==> config.mk <==
export PLATFORM = sky130hd
export DESIGN_NAME = commit_unit
export DESIGN_NICKNAME = d
export VERILOG_FILES = /design/src/commit_pkg.sv /design/src/commit_buffer.sv /design/src/commit_unit.sv /design/src/data_stage.sv /design/src/exception_stage.sv
export SDC_FILE = /design/constraint.sdc
export NUM_CORES = 1
export LEC_CHECK = 0
export ABC_AREA = 1
export BUFFER_PORTS_ARGS = -buffer_cell sky130_fd_sc_hd__buf_2
export CORE_AREA = 2 2 148 150
export DETAILED_ROUTE_END_ITERATION = 10
export DIE_AREA = 0 0 150 152
export PLACE_DENSITY = 0.49
export SYNTH_ARGS = -nofsm -noshare
export SYNTH_HDL_FRONTEND = slang
export SYNTH_SLANG_ARGS = --single-unit
export TNS_END_PERCENT = 10
==> constraint.sdc <==
create_clock -name clk -period 4.45 [get_ports clk]
set_input_delay 0.2225 -clock clk [delete_from_list [all_inputs] [get_ports clk]]
set_output_delay 0.2225 -clock clk [all_outputs]
set_load 0.05 [all_outputs]
==> src/commit_pkg.sv <==
package commit_pkg;

    typedef logic [31:0] word_t;
    typedef logic [4:0]  reg_addr_t;

    // committed operation kinds
    typedef enum logic [2:0] {
        op_alu         = 3'd0,
        op_load_word   = 3'd1,
        op_load_half   = 3'd2,
        op_store_word  = 3'd3,
        op_load_linked = 3'd4,
        op_syscall     = 3'd5
    } op_t;

    // MIPS cause codes, exc_none sits on an unused code
    typedef enum logic [4:0] {
        exc_int  = 5'd0,
        exc_adel = 5'd4,
        exc_ades = 5'd5,
        exc_sys  = 5'd8,
        exc_none = 5'd31
    } exc_code_t;

    localparam word_t EXC_VECTOR = 32'hbfc0_0380;

    localparam int STATUS_IE_BIT  = 0;
    localparam int STATUS_EXL_BIT = 1;

    // software interrupt bits, IM in status and IP in cause
    localparam int SW_INT_LSB = 8;

    function automatic logic op_is_load(input op_t op);
        logic hit;
        begin
            case (op)
                op_load_word, op_load_half, op_load_linked:
                    hit = 1'b1;
                default:
                    hit = 1'b0;
            endcase
            return hit;
        end
    endfunction

    function automatic logic op_is_mem(input op_t op);
        logic hit;
        begin
            hit = op_is_load(op) | (op == op_store_word);
            return hit;
        end
    endfunction

endpackage

==> src/commit_buffer.sv <==
`timescale 1ns/1ps

module commit_buffer (
    input  logic                  clk,
    input  logic                  rst_n,
    input  logic                  finish,
    input  logic                  in_valid,
    input  commit_pkg::op_t       in_op,
    input  commit_pkg::word_t     in_pc,
    input  commit_pkg::word_t     in_result,
    input  commit_pkg::reg_addr_t in_dest,
    input  logic [1:0]            in_addr,
    input  commit_pkg::exc_code_t ex_code,
    input  logic                  ex_ll,
    output logic                  buf_valid,
    output commit_pkg::op_t       buf_op,
    output commit_pkg::word_t     buf_pc,
    output commit_pkg::word_t     buf_result,
    output commit_pkg::reg_addr_t buf_dest,
    output logic [1:0]            buf_addr_low,
    output commit_pkg::exc_code_t buf_code,
    output logic                  llbit
);
    import commit_pkg::*;

    logic holds_exc;

    assign holds_exc = buf_valid & (buf_code != exc_none);

    // an exception squashes whatever is accepted behind it
    always_ff @(posedge clk or negedge rst_n)
    begin
        if (!rst_n)
        begin
            buf_valid <= 1'b0;
            buf_code  <= exc_none;
            llbit     <= 1'b0;
        end
        else if (holds_exc)
        begin
            buf_valid <= 1'b0;
            buf_code  <= exc_none;
            llbit     <= 1'b0;
        end
        else if (finish)
        begin
            buf_valid <= in_valid;
            if (in_valid)
                buf_code <= ex_code;
            else
                buf_code <= exc_none;
            if (in_valid && ex_ll)
                llbit <= 1'b1;
        end
    end

    always_ff @(posedge clk)
    begin
        if (finish && in_valid)
        begin
            buf_op       <= in_op;
            buf_pc       <= in_pc;
            buf_result   <= in_result;
            buf_dest     <= in_dest;
            buf_addr_low <= in_addr;
        end
    end

    // link request only comes with a clean valid instruction
    a_ll_clean: assert property (@(posedge clk) disable iff (!rst_n)
        ex_ll |-> in_valid && ex_code == exc_none);

endmodule

==> src/commit_unit.sv <==
`timescale 1ns/1ps

module commit_unit (
    input  logic                  clk,
    input  logic                  rst_n,
    input  logic                  in_valid,
    input  commit_pkg::op_t       in_op,
    input  commit_pkg::word_t     in_pc,
    input  commit_pkg::word_t     in_addr,
    input  commit_pkg::word_t     in_result,
    input  commit_pkg::reg_addr_t in_dest,
    input  logic [5:0]            ext_int,
    input  commit_pkg::word_t     cp0_status,
    input  commit_pkg::word_t     cp0_cause,
    output logic                  finish,
    output logic                  dmem_req,
    output logic                  dmem_write,
    output commit_pkg::word_t     dmem_addr,
    output commit_pkg::word_t     dmem_wdata,
    input  logic                  dmem_addr_ok,
    input  logic                  dmem_data_ok,
    input  commit_pkg::word_t     dmem_rdata,
    output logic                  rf_wen,
    output commit_pkg::reg_addr_t rf_waddr,
    output commit_pkg::word_t     rf_wdata,
    output logic                  redirect_valid,
    output commit_pkg::word_t     redirect_pc,
    output commit_pkg::exc_code_t exc_code,
    output commit_pkg::word_t     epc,
    output logic                  llbit
);
    import commit_pkg::*;

    logic       addr_done;
    logic       data_done;
    exc_code_t  ex_code;
    logic       ex_ll;
    logic       buf_valid;
    op_t        buf_op;
    word_t      buf_pc;
    word_t      buf_result;
    reg_addr_t  buf_dest;
    logic [1:0] buf_addr_low;
    exc_code_t  buf_code;

    // whole unit advances only when both stages are done
    assign finish = addr_done & data_done;

    exception_stage i_exception_stage (
        .clk, .rst_n, .in_valid, .in_op, .in_pc, .in_addr, .in_result, .in_dest,
        .ext_int, .cp0_status, .cp0_cause,
        .flush      (redirect_valid),
        .finish, .dmem_addr_ok,
        .dmem_req, .dmem_write, .dmem_addr, .dmem_wdata,
        .addr_done, .ex_code, .ex_ll
    );

    commit_buffer i_commit_buffer (
        .clk, .rst_n, .finish, .in_valid, .in_op, .in_pc, .in_result, .in_dest,
        .in_addr    (in_addr[1:0]),
        .ex_code, .ex_ll,
        .buf_valid, .buf_op, .buf_pc, .buf_result, .buf_dest, .buf_addr_low,
        .buf_code, .llbit
    );

    data_stage i_data_stage (
        .clk, .rst_n, .finish,
        .buf_valid, .buf_op, .buf_pc, .buf_result, .buf_dest, .buf_addr_low, .buf_code,
        .dmem_data_ok, .dmem_rdata,
        .data_done, .rf_wen, .rf_waddr, .rf_wdata,
        .redirect_valid, .redirect_pc, .exc_code, .epc
    );

endmodule

==> src/data_stage.sv <==
`timescale 1ns/1ps

module data_stage (
    input  logic                  clk,
    input  logic                  rst_n,
    input  logic                  finish,
    input  logic                  buf_valid,
    input  commit_pkg::op_t       buf_op,
    input  commit_pkg::word_t     buf_pc,
    input  commit_pkg::word_t     buf_result,
    input  commit_pkg::reg_addr_t buf_dest,
    input  logic [1:0]            buf_addr_low,
    input  commit_pkg::exc_code_t buf_code,
    input  logic                  dmem_data_ok,
    input  commit_pkg::word_t     dmem_rdata,
    output logic                  data_done,
    output logic                  rf_wen,
    output commit_pkg::reg_addr_t rf_waddr,
    output commit_pkg::word_t     rf_wdata,
    output logic                  redirect_valid,
    output commit_pkg::word_t     redirect_pc,
    output commit_pkg::exc_code_t exc_code,
    output commit_pkg::word_t     epc
);
    import commit_pkg::*;

    logic        clean;
    logic        is_load;
    logic        written;
    logic        load_wait;
    word_t       shifted;
    logic [15:0] half;

    assign clean   = buf_valid & (buf_code == exc_none);
    assign is_load = clean & op_is_load(buf_op);

    // stalls until the outstanding load data comes back
    assign load_wait = is_load & ~written & ~dmem_data_ok;
    assign data_done = ~load_wait;

    // little endian byte lanes
    assign shifted = dmem_rdata >> {buf_addr_low, 3'b000};
    assign half    = shifted[15:0];

    always_comb
    begin
        rf_wen   = 1'b0;
        rf_wdata = buf_result;
        if (clean && !written)
        begin
            case (buf_op)
                op_alu:
                    rf_wen = 1'b1;
                op_load_word, op_load_linked:
                begin
                    rf_wen   = dmem_data_ok;
                    rf_wdata = dmem_rdata;
                end
                op_load_half:
                begin
                    rf_wen   = dmem_data_ok;
                    rf_wdata = {{16{half[15]}}, half};
                end
                default:
                    rf_wen = 1'b0;
            endcase
        end
    end

    assign rf_waddr = buf_dest;

    // write already done, still held because the next op waits for its address
    always_ff @(posedge clk or negedge rst_n)
    begin
        if (!rst_n)
            written <= 1'b0;
        else if (finish)
            written <= 1'b0;
        else if (rf_wen)
            written <= 1'b1;
    end

    assign redirect_valid = buf_valid & (buf_code != exc_none);
    assign redirect_pc    = EXC_VECTOR;
    assign exc_code       = buf_code;
    assign epc            = buf_pc;

    // load data only returns for the buffered load still waiting
    a_data_expected: assert property (@(posedge clk) disable iff (!rst_n)
        dmem_data_ok |-> is_load && !written);

endmodule

==> src/exception_stage.sv <==
`timescale 1ns/1ps

module exception_stage (
    input  logic                  clk,
    input  logic                  rst_n,
    input  logic                  in_valid,
    input  commit_pkg::op_t       in_op,
    input  commit_pkg::word_t     in_pc,
    input  commit_pkg::word_t     in_addr,
    input  commit_pkg::word_t     in_result,
    input  commit_pkg::reg_addr_t in_dest,
    input  logic [5:0]            ext_int,
    input  commit_pkg::word_t     cp0_status,
    input  commit_pkg::word_t     cp0_cause,
    input  logic                  flush,
    input  logic                  finish,
    input  logic                  dmem_addr_ok,
    output logic                  dmem_req,
    output logic                  dmem_write,
    output commit_pkg::word_t     dmem_addr,
    output commit_pkg::word_t     dmem_wdata,
    output logic                  addr_done,
    output commit_pkg::exc_code_t ex_code,
    output logic                  ex_ll
);
    import commit_pkg::*;

    typedef enum logic [1:0] {
        mem_idle,
        mem_wait,
        mem_acked
    } mem_state_t;

    mem_state_t state;
    mem_state_t state_next;
    logic       live;
    logic       clean;
    logic       need_addr;
    logic       irq_pending;
    logic       irq_take;
    logic       misaligned;

    // instruction behind a redirect is dropped, never reaches memory
    assign live = in_valid & ~flush;

    assign irq_pending = (|ext_int)
                       | (|(cp0_cause[SW_INT_LSB +: 2] & cp0_status[SW_INT_LSB +: 2]));

    // once the bus has seen the address the access is committed
    assign irq_take = irq_pending & cp0_status[STATUS_IE_BIT]
                    & ~cp0_status[STATUS_EXL_BIT] & (state == mem_idle);

    always_comb
    begin
        case (in_op)
            op_load_word, op_load_linked, op_store_word:
                misaligned = |in_addr[1:0];
            op_load_half:
                misaligned = in_addr[0];
            default:
                misaligned = 1'b0;
        endcase
    end

    // interrupt, then syscall, then address errors
    always_comb
    begin
        ex_code = exc_none;
        if (irq_take)
            ex_code = exc_int;
        else if (in_op == op_syscall)
            ex_code = exc_sys;
        else if (misaligned && in_op == op_store_word)
            ex_code = exc_ades;
        else if (misaligned)
            ex_code = exc_adel;
    end

    assign clean     = live & (ex_code == exc_none);
    assign need_addr = clean & op_is_mem(in_op);
    assign ex_ll     = clean & (in_op == op_load_linked);

    assign dmem_req   = need_addr & (state != mem_acked);
    assign dmem_write = (in_op == op_store_word);
    assign dmem_addr  = {in_addr[31:2], 2'b00};
    assign dmem_wdata = in_result;

    assign addr_done = ~need_addr | (state == mem_acked) | dmem_addr_ok;

    always_comb
    begin
        state_next = state;
        case (state)
            mem_idle:
            begin
                if (dmem_req && !finish && dmem_addr_ok)
                    state_next = mem_acked;
                else if (dmem_req && !finish)
                    state_next = mem_wait;
            end
            mem_wait:
            begin
                if (finish)
                    state_next = mem_idle;
                else if (dmem_addr_ok)
                    state_next = mem_acked;
            end
            default:
            begin
                if (finish)
                    state_next = mem_idle;
            end
        endcase
    end

    always_ff @(posedge clk or negedge rst_n)
    begin
        if (!rst_n)
            state <= mem_idle;
        else
            state <= state_next;
    end

    // request and its fields hold until the address is taken
    a_req_hold: assert property (@(posedge clk) disable iff (!rst_n)
        dmem_req && !dmem_addr_ok |=> dmem_req && $stable(dmem_addr) && $stable(dmem_write)
            && $stable(dmem_wdata));

    // source must hold the instruction while the unit is stalled
    a_in_hold: assert property (@(posedge clk) disable iff (!rst_n)
        in_valid && !finish |=> in_valid && $stable(in_op) && $stable(in_pc)
            && $stable(in_addr) && $stable(in_result) && $stable(in_dest));

endmodule

After elaboration in Yosys (flattened, before gate mapping) --
Cells that the tools add are included.
Storage, ports and cells: register bits after elaboration 84, RAM bits 0, logic and storage cells 102, output and inout bits 176, memories kept 0, memory bits (read-only) 0, input bits 211, bits in latches 0
Operators by class: div/mod/pow operators 0, muxes and demuxes 27, bitwise gates (word level) 25, order comparisons 0, add/subtract/negate cells 0, shift operators 1, $mul 0, equality and inequality tests 16, reduce and logical (&&, ||, !) cells 23
Operators by type and width (count):
- one-hot mux 32 bit (2 select lines) | 1
- two-way mux 5 bit | 7
- two-way mux 32 bit | 1
- right shift 32 x 5 -> 16 bit | 1
- AND 1 bit | 14
- == test 5 bit, second input constant | 2
- two-way mux 1 bit | 10
- two-way mux 2 bit | 5
- == test 3 x 2 -> 1 bit, second input constant | 3
- == test 3 bit, second input constant | 3
- OR reduction 3 bit | 3
- == test 3 x 1 -> 1 bit, second input constant | 2
- logical AND 1 bit | 6
- inverter 1 bit | 6
- nonzero test 2 bit | 3
- OR reduction 2 bit | 3
- OR reduction 6 bit | 1
- != test 5 bit, second input constant | 1
- bitwise OR 1 bit | 4
- one-hot mux 1 bit (2 select lines) | 2
- one-hot mux 2 bit (2 select lines) | 1
- zero test 3 bit | 1
- != test 3 x 2 -> 1 bit, second input constant | 1
- != test 3 bit, second input constant | 1
- other kinds (9) | 10

Depth between registers and ports, before layout --
depth after elaboration 19, depth in mapped cells 15, gate-level depth less buffers 14

By module --
From an unflattened synthesis, not the netlist that was laid out.
Second synthesis, totals: cells, all modules 667, area, all modules 5552.8 µm²
By module, submodules not included:
- commit_buffer | cells an instance 106, area each 2527.4 µm², sequential area each 2403.6 µm², instances 1
- data_stage | cells an instance 431, area each 2193.4 µm², sequential area each 25.0 µm², instances 1
- exception_stage | cells an instance 128, area each 824.5 µm², sequential area each 50.0 µm², instances 1
- commit_unit | cells an instance 2, area each 7.5 µm², sequential area each 0.0 µm², instances 1

Worst setup path before layout --
Ideal clock, no wire load.
kind register -> register, start register i_commit_buffer.buf_code[2], end register i_commit_buffer.buf_addr_low[0] (enable), arrival time 4.941 ns, library setup time 0.508 ns, buffers on the path 1, data required time 3.942 ns, path slack -0.999 ns, stages on the path, launching flop included 9, clock period less this slack 5.449 ns, cells stage by stage dfstp_2 -> nand2_1 -> nor2_2 -> nor2_1 -> nor2_1 -> nand4_1 -> nand2_2 -> buf_6 -> nor2_1
On the way: word-level cells in the longest chain between the ends 11, elaborated cells between the ends (all ways) 17, classes of those cells 2 x eq/ne; 14 x bitwise; 1 x reduce/logical
Ends and longest elaborated chain:
- from (decl) | line commit_buffer.sv:21 | output commit_pkg::exc_code_t buf_code,
- from (signal assigned) | line commit_buffer.sv:36 | buf_code <= exc_none;
- from (signal assigned) | line commit_buffer.sv:42 | buf_code <= exc_none;
- from (signal assigned) | line commit_buffer.sv:49 | buf_code <= ex_code;
- != test 5 bit | line data_stage.sv:83 | assign redirect_valid = buf_valid & (buf_code != exc_none);
- AND 1 bit | line data_stage.sv:83
- via redirect_valid | line commit_unit.sv:26 | output logic redirect_valid,
- inverter 1 bit | line exception_stage.sv:44 | assign live = in_valid & ~flush;
- AND 1 bit | line exception_stage.sv:44
- AND 1 bit | line exception_stage.sv:79 | assign clean = live & (ex_code == exc_none);
- AND 1 bit | line exception_stage.sv:80 | assign need_addr = clean & op_is_mem(in_op);
- inverter 1 bit | line exception_stage.sv:88 | assign addr_done = ~need_addr | (state == mem_acked) | dmem_addr_ok;
- bitwise OR 1 bit (2 in series) | line exception_stage.sv:88
- AND 1 bit | line commit_unit.sv:47 | assign finish = addr_done & data_done;
- logical AND 1 bit | line commit_buffer.sv:59 | if (finish && in_valid)
- to (signal assigned) | line commit_buffer.sv:65 | buf_addr_low <= in_addr;
- to (decl) | line commit_buffer.sv:20 | output logic [1:0] buf_addr_low,
The timed path passes the listed nets, and every way through them passes these cells. A chain may end at the register's enable or synchronous reset.

Final worst setup path --
start register i_commit_buffer.buf_op[2], end output port rf_wdata[18]
On the way: word-level cells in the longest chain between the ends 4, elaborated cells between the ends (all ways) 6, classes of those cells 3 x eq/ne; 2 x mux; 1 x reduce/logical
Ends and longest elaborated chain:
- from (decl) | line commit_buffer.sv:16 | output commit_pkg::op_t buf_op,
- from (signal assigned) | line commit_buffer.sv:61 | buf_op <= in_op;
- == test 3 x 1 -> 1 bit or == test 3 bit (tied branches) | line data_stage.sv:51 | case (buf_op)
- OR reduction 2 bit | line data_stage.sv:51
- one-hot mux 32 bit (2 select lines) * | line data_stage.sv:51
- two-way mux 32 bit * | line data_stage.sv:49 | if (clean && !written)
- to (decl) | line commit_unit.sv:25 | output commit_pkg::word_t rf_wdata,
Every way passes the cells marked *; elsewhere a longest branch is shown, timed or not.

==> results.cfg <==
[worst_setup_path]
setup.worst_path.start_class = flip-flop
r2r_start = i_commit_buffer.buf_op[0]
cp.arrival_ns = 2.88
crit_start = i_commit_buffer.buf_op[2]
critPathRequiredTime_ns = 4.23
cp_max_fo = 34
critPathCaptureType = output port
crit_type = reg -> out
r2r_slack_ns = 1.50

[layout]
syn_to_final_growth_pct = 26.0
drive_above_1_share = 0.423
fin_util = 0.270
final_common_cell = buf_2
final_cell_area_mm2 = 0.00577
final_cell_mix = buf_2 (234), edfxtp_1 (74), nor2_1 (59)
layout.cells.non_filler = 927
fillers = 2301
nNetsFinal = 852

[global_routing]
grt_pass1_wl_um = 21500
grt_antenna_before_repair = 5
gr-total-overflow = 0
grt_pass1_vias = 3605
grt_max_degree = 51
grt_usage = 0.128

[clocking]
cts_buffers = 9
clkLatencyLatePin_ns = 0.34
cts_buffer_depth = 2
htree_num_levels = 3
cts_sinks = 83
clk_pin_slew_ns = 0.07
cts_tree = yes
cts_root_buffer = clkbuf_16
cts_setup_buffers = 0

[timing]
setup_viol = 0
tightest_slew_ns = 0.812
hold_viol = 0
fmax_ghz = 0.323
skew_ns = 0.00738
finalCritPeriodShare = 0.697
period_minus_slack_ns = 3.10
slew-limit-headroom = 0.458
rsz0062_at_grt = no
whs_ns = 0.0497
final_max_slew_viol_count = 0
tns_ns = 0

[synth]
ys_ff_latch = 83
synth_top_area_frac = 0.485
synth_area_leaders = edfxtp_1 (48%), buf_4 (16%), o21ai_0 (5.8%)
synth-seq-area-share = 0.535
synth_area_mm2 = 0.00458
yosysUniqueCellTypes = 30
synth_top_area_cell = edfxtp_1
avgSynthCellArea_um2 = 9.61
synthCells = 477
ys_warn_count = 0

[placed_design]
port_buffers = 234
gp_congestion = 0.773
dp_hpwl_um = 11400
dp.cells = 909
place_area_mm2 = 0.00544

[power]
p_int_mw = 1.58
pwr-share-seq = 0.375
power_frac_clock = 0.317
p_leak_nw = 2.62
p_switching_uw = 959
swShare = 0.378
peakVddDrop_uv = 214
cellPowerDensity_mw_per_mm2 = 439
power.share.combinational = 0.308

[die]
die_h_um = 152
start_util = 0.215
core_mm2 = 0.0214
rows = 54
die_area_mm2 = 0.0228
die_x_um = 150
io_pins = 387

[hold_path]
min-delay-start = in_pc[0]
hold_class = in -> reg

[detailed_routing]
post-route-drc-count = 0
ant_nets = 0
finalWirelength_um = 14800
via_count = 3782
initialDrtViolationCount = 220
wl_per_cell_um = 16.0
viasPerCell = 4.08
dr.pass1.iters = 4

[run]
maxCapViolations = 0

[status]
status = complete, no violations
[registers in the layout, summed over array words and instances (netlist names)]
| name | count |
|---|---|
| i_commit_buffer.buf_op | 3 |
| i_commit_buffer.buf_valid | 1 |
| i_exception_stage.state | 2 |
| i_commit_buffer.buf_result | 32 |
| i_commit_buffer.buf_code | 4 |
| i_commit_buffer.buf_addr_low | 2 |
| i_commit_buffer.buf_dest | 5 |
| i_commit_buffer.buf_pc | 32 |
| i_data_stage.written | 1 |
| i_commit_buffer.llbit | 1 |
[cell usage after synthesis (all sizes together)]
cell    number
nand2       50
o21ba        1
clkbuf      10
a21oi       38
dfrtp        5
or2          2
nor3         4
o21ai       57
nand3        6
conb         2
nand4        3
a22oi       15
dfstp        4
o21bai       2
o22ai        7
edfxtp      74
nor2        65
buf        105
inv         27
[critical path, stage by stage (launching register included)]
cell	delay, ns
edfxtp_1	0.38
nand2_1	0.08
nand2_1	0.08
nor2_4	0.61
inv_2	0.06
nand2_2	0.11
nand2_4	0.24
inv_1	0.47
nor2_1	0.09
a21oi_1	0.12
buf_2	0.28
[kinds of logic (layout without fill, tap and decap cells)]
logic type | count (synthesis) | in the layout | share of synthesized area
other | 2 | 36 | 0.00164
AO/OA/AOI/OAI | 120 | 120 | 0.144
flip-flops | 83 | 83 | 0.535
AND/OR/NAND/NOR | 130 | 130 | 0.121
buffers and inverters | 142 | 278 | 0.198
[per-layer routing]
metal  track usage  part of all wire
met2         0.205              0.47
met3        0.0462             0.092
met4        0.0777             0.053
met1         0.146              0.38
met5             0            0.0018
[cell type report]
| cell class | instances | area, um^2 | area share |
|---|---|---|---|
| multi-input cells | 284 | 1350 | 0.234 |
| well taps | 280 | 350 | 0.0607 |
| clock inverters | 6 | 88.8 | 0.0154 |
| diodes | 2 | 5.00 | 0.000867 |
| repair buffers | 236 | 1200 | 0.208 |
| flip-flops and latches | 83 | 2450 | 0.425 |
| inverters | 27 | 101 | 0.0176 |
| clock buffers | 9 | 225 | 0.0390 |
[repair_timing]
| item | in CTS | in global routing |
|---|---|---|
| setup endpoints to repair | 0 | 0 |
| hold endpoints to repair | 9 | 0 |
| resized for setup | 0 | 0 |
| hold buffers | 1 | 0 |
[stage by stage]
stage	total power [mW]	worst slack, ns
4_1_cts	2.57	1.26
6_report	2.54	1.35
3_3_place_gp	1.76	1.44
2_1_floorplan	1.66	0.284
3_5_place_dp	1.76	1.41
5_1_grt	2.65	1.01
[final timing paths]
check                      cells past startpoint                             end
setup / recovery                              10                    rf_wdata[18]
max in group asynchronous                      2     i_commit_buffer.buf_code[1]
hold / removal                                 1       i_commit_buffer.buf_pc[0]
min in group asynchronous                      2      i_exception_stage.state[0]
setup reg to reg                              12  i_commit_buffer.buf_result[12]
hold reg to reg                                2     i_commit_buffer.buf_code[0]
[power groups by stage]
| stage | registers (mW) | clock network [mW] | logic [mW] |
|---|---|---|---|
| 2_1_floorplan | 1.07 | 0 | 0.583 |
| 3_3_place_gp | 0.966 | 0 | 0.790 |
| 3_5_place_dp | 0.968 | 0 | 0.792 |
| 4_1_cts | 0.952 | 0.828 | 0.794 |
| 5_1_grt | 0.958 | 0.859 | 0.837 |
| 6_report | 0.951 | 0.803 | 0.782 |
Note: power is estimated with default switching activity, not from simulation.
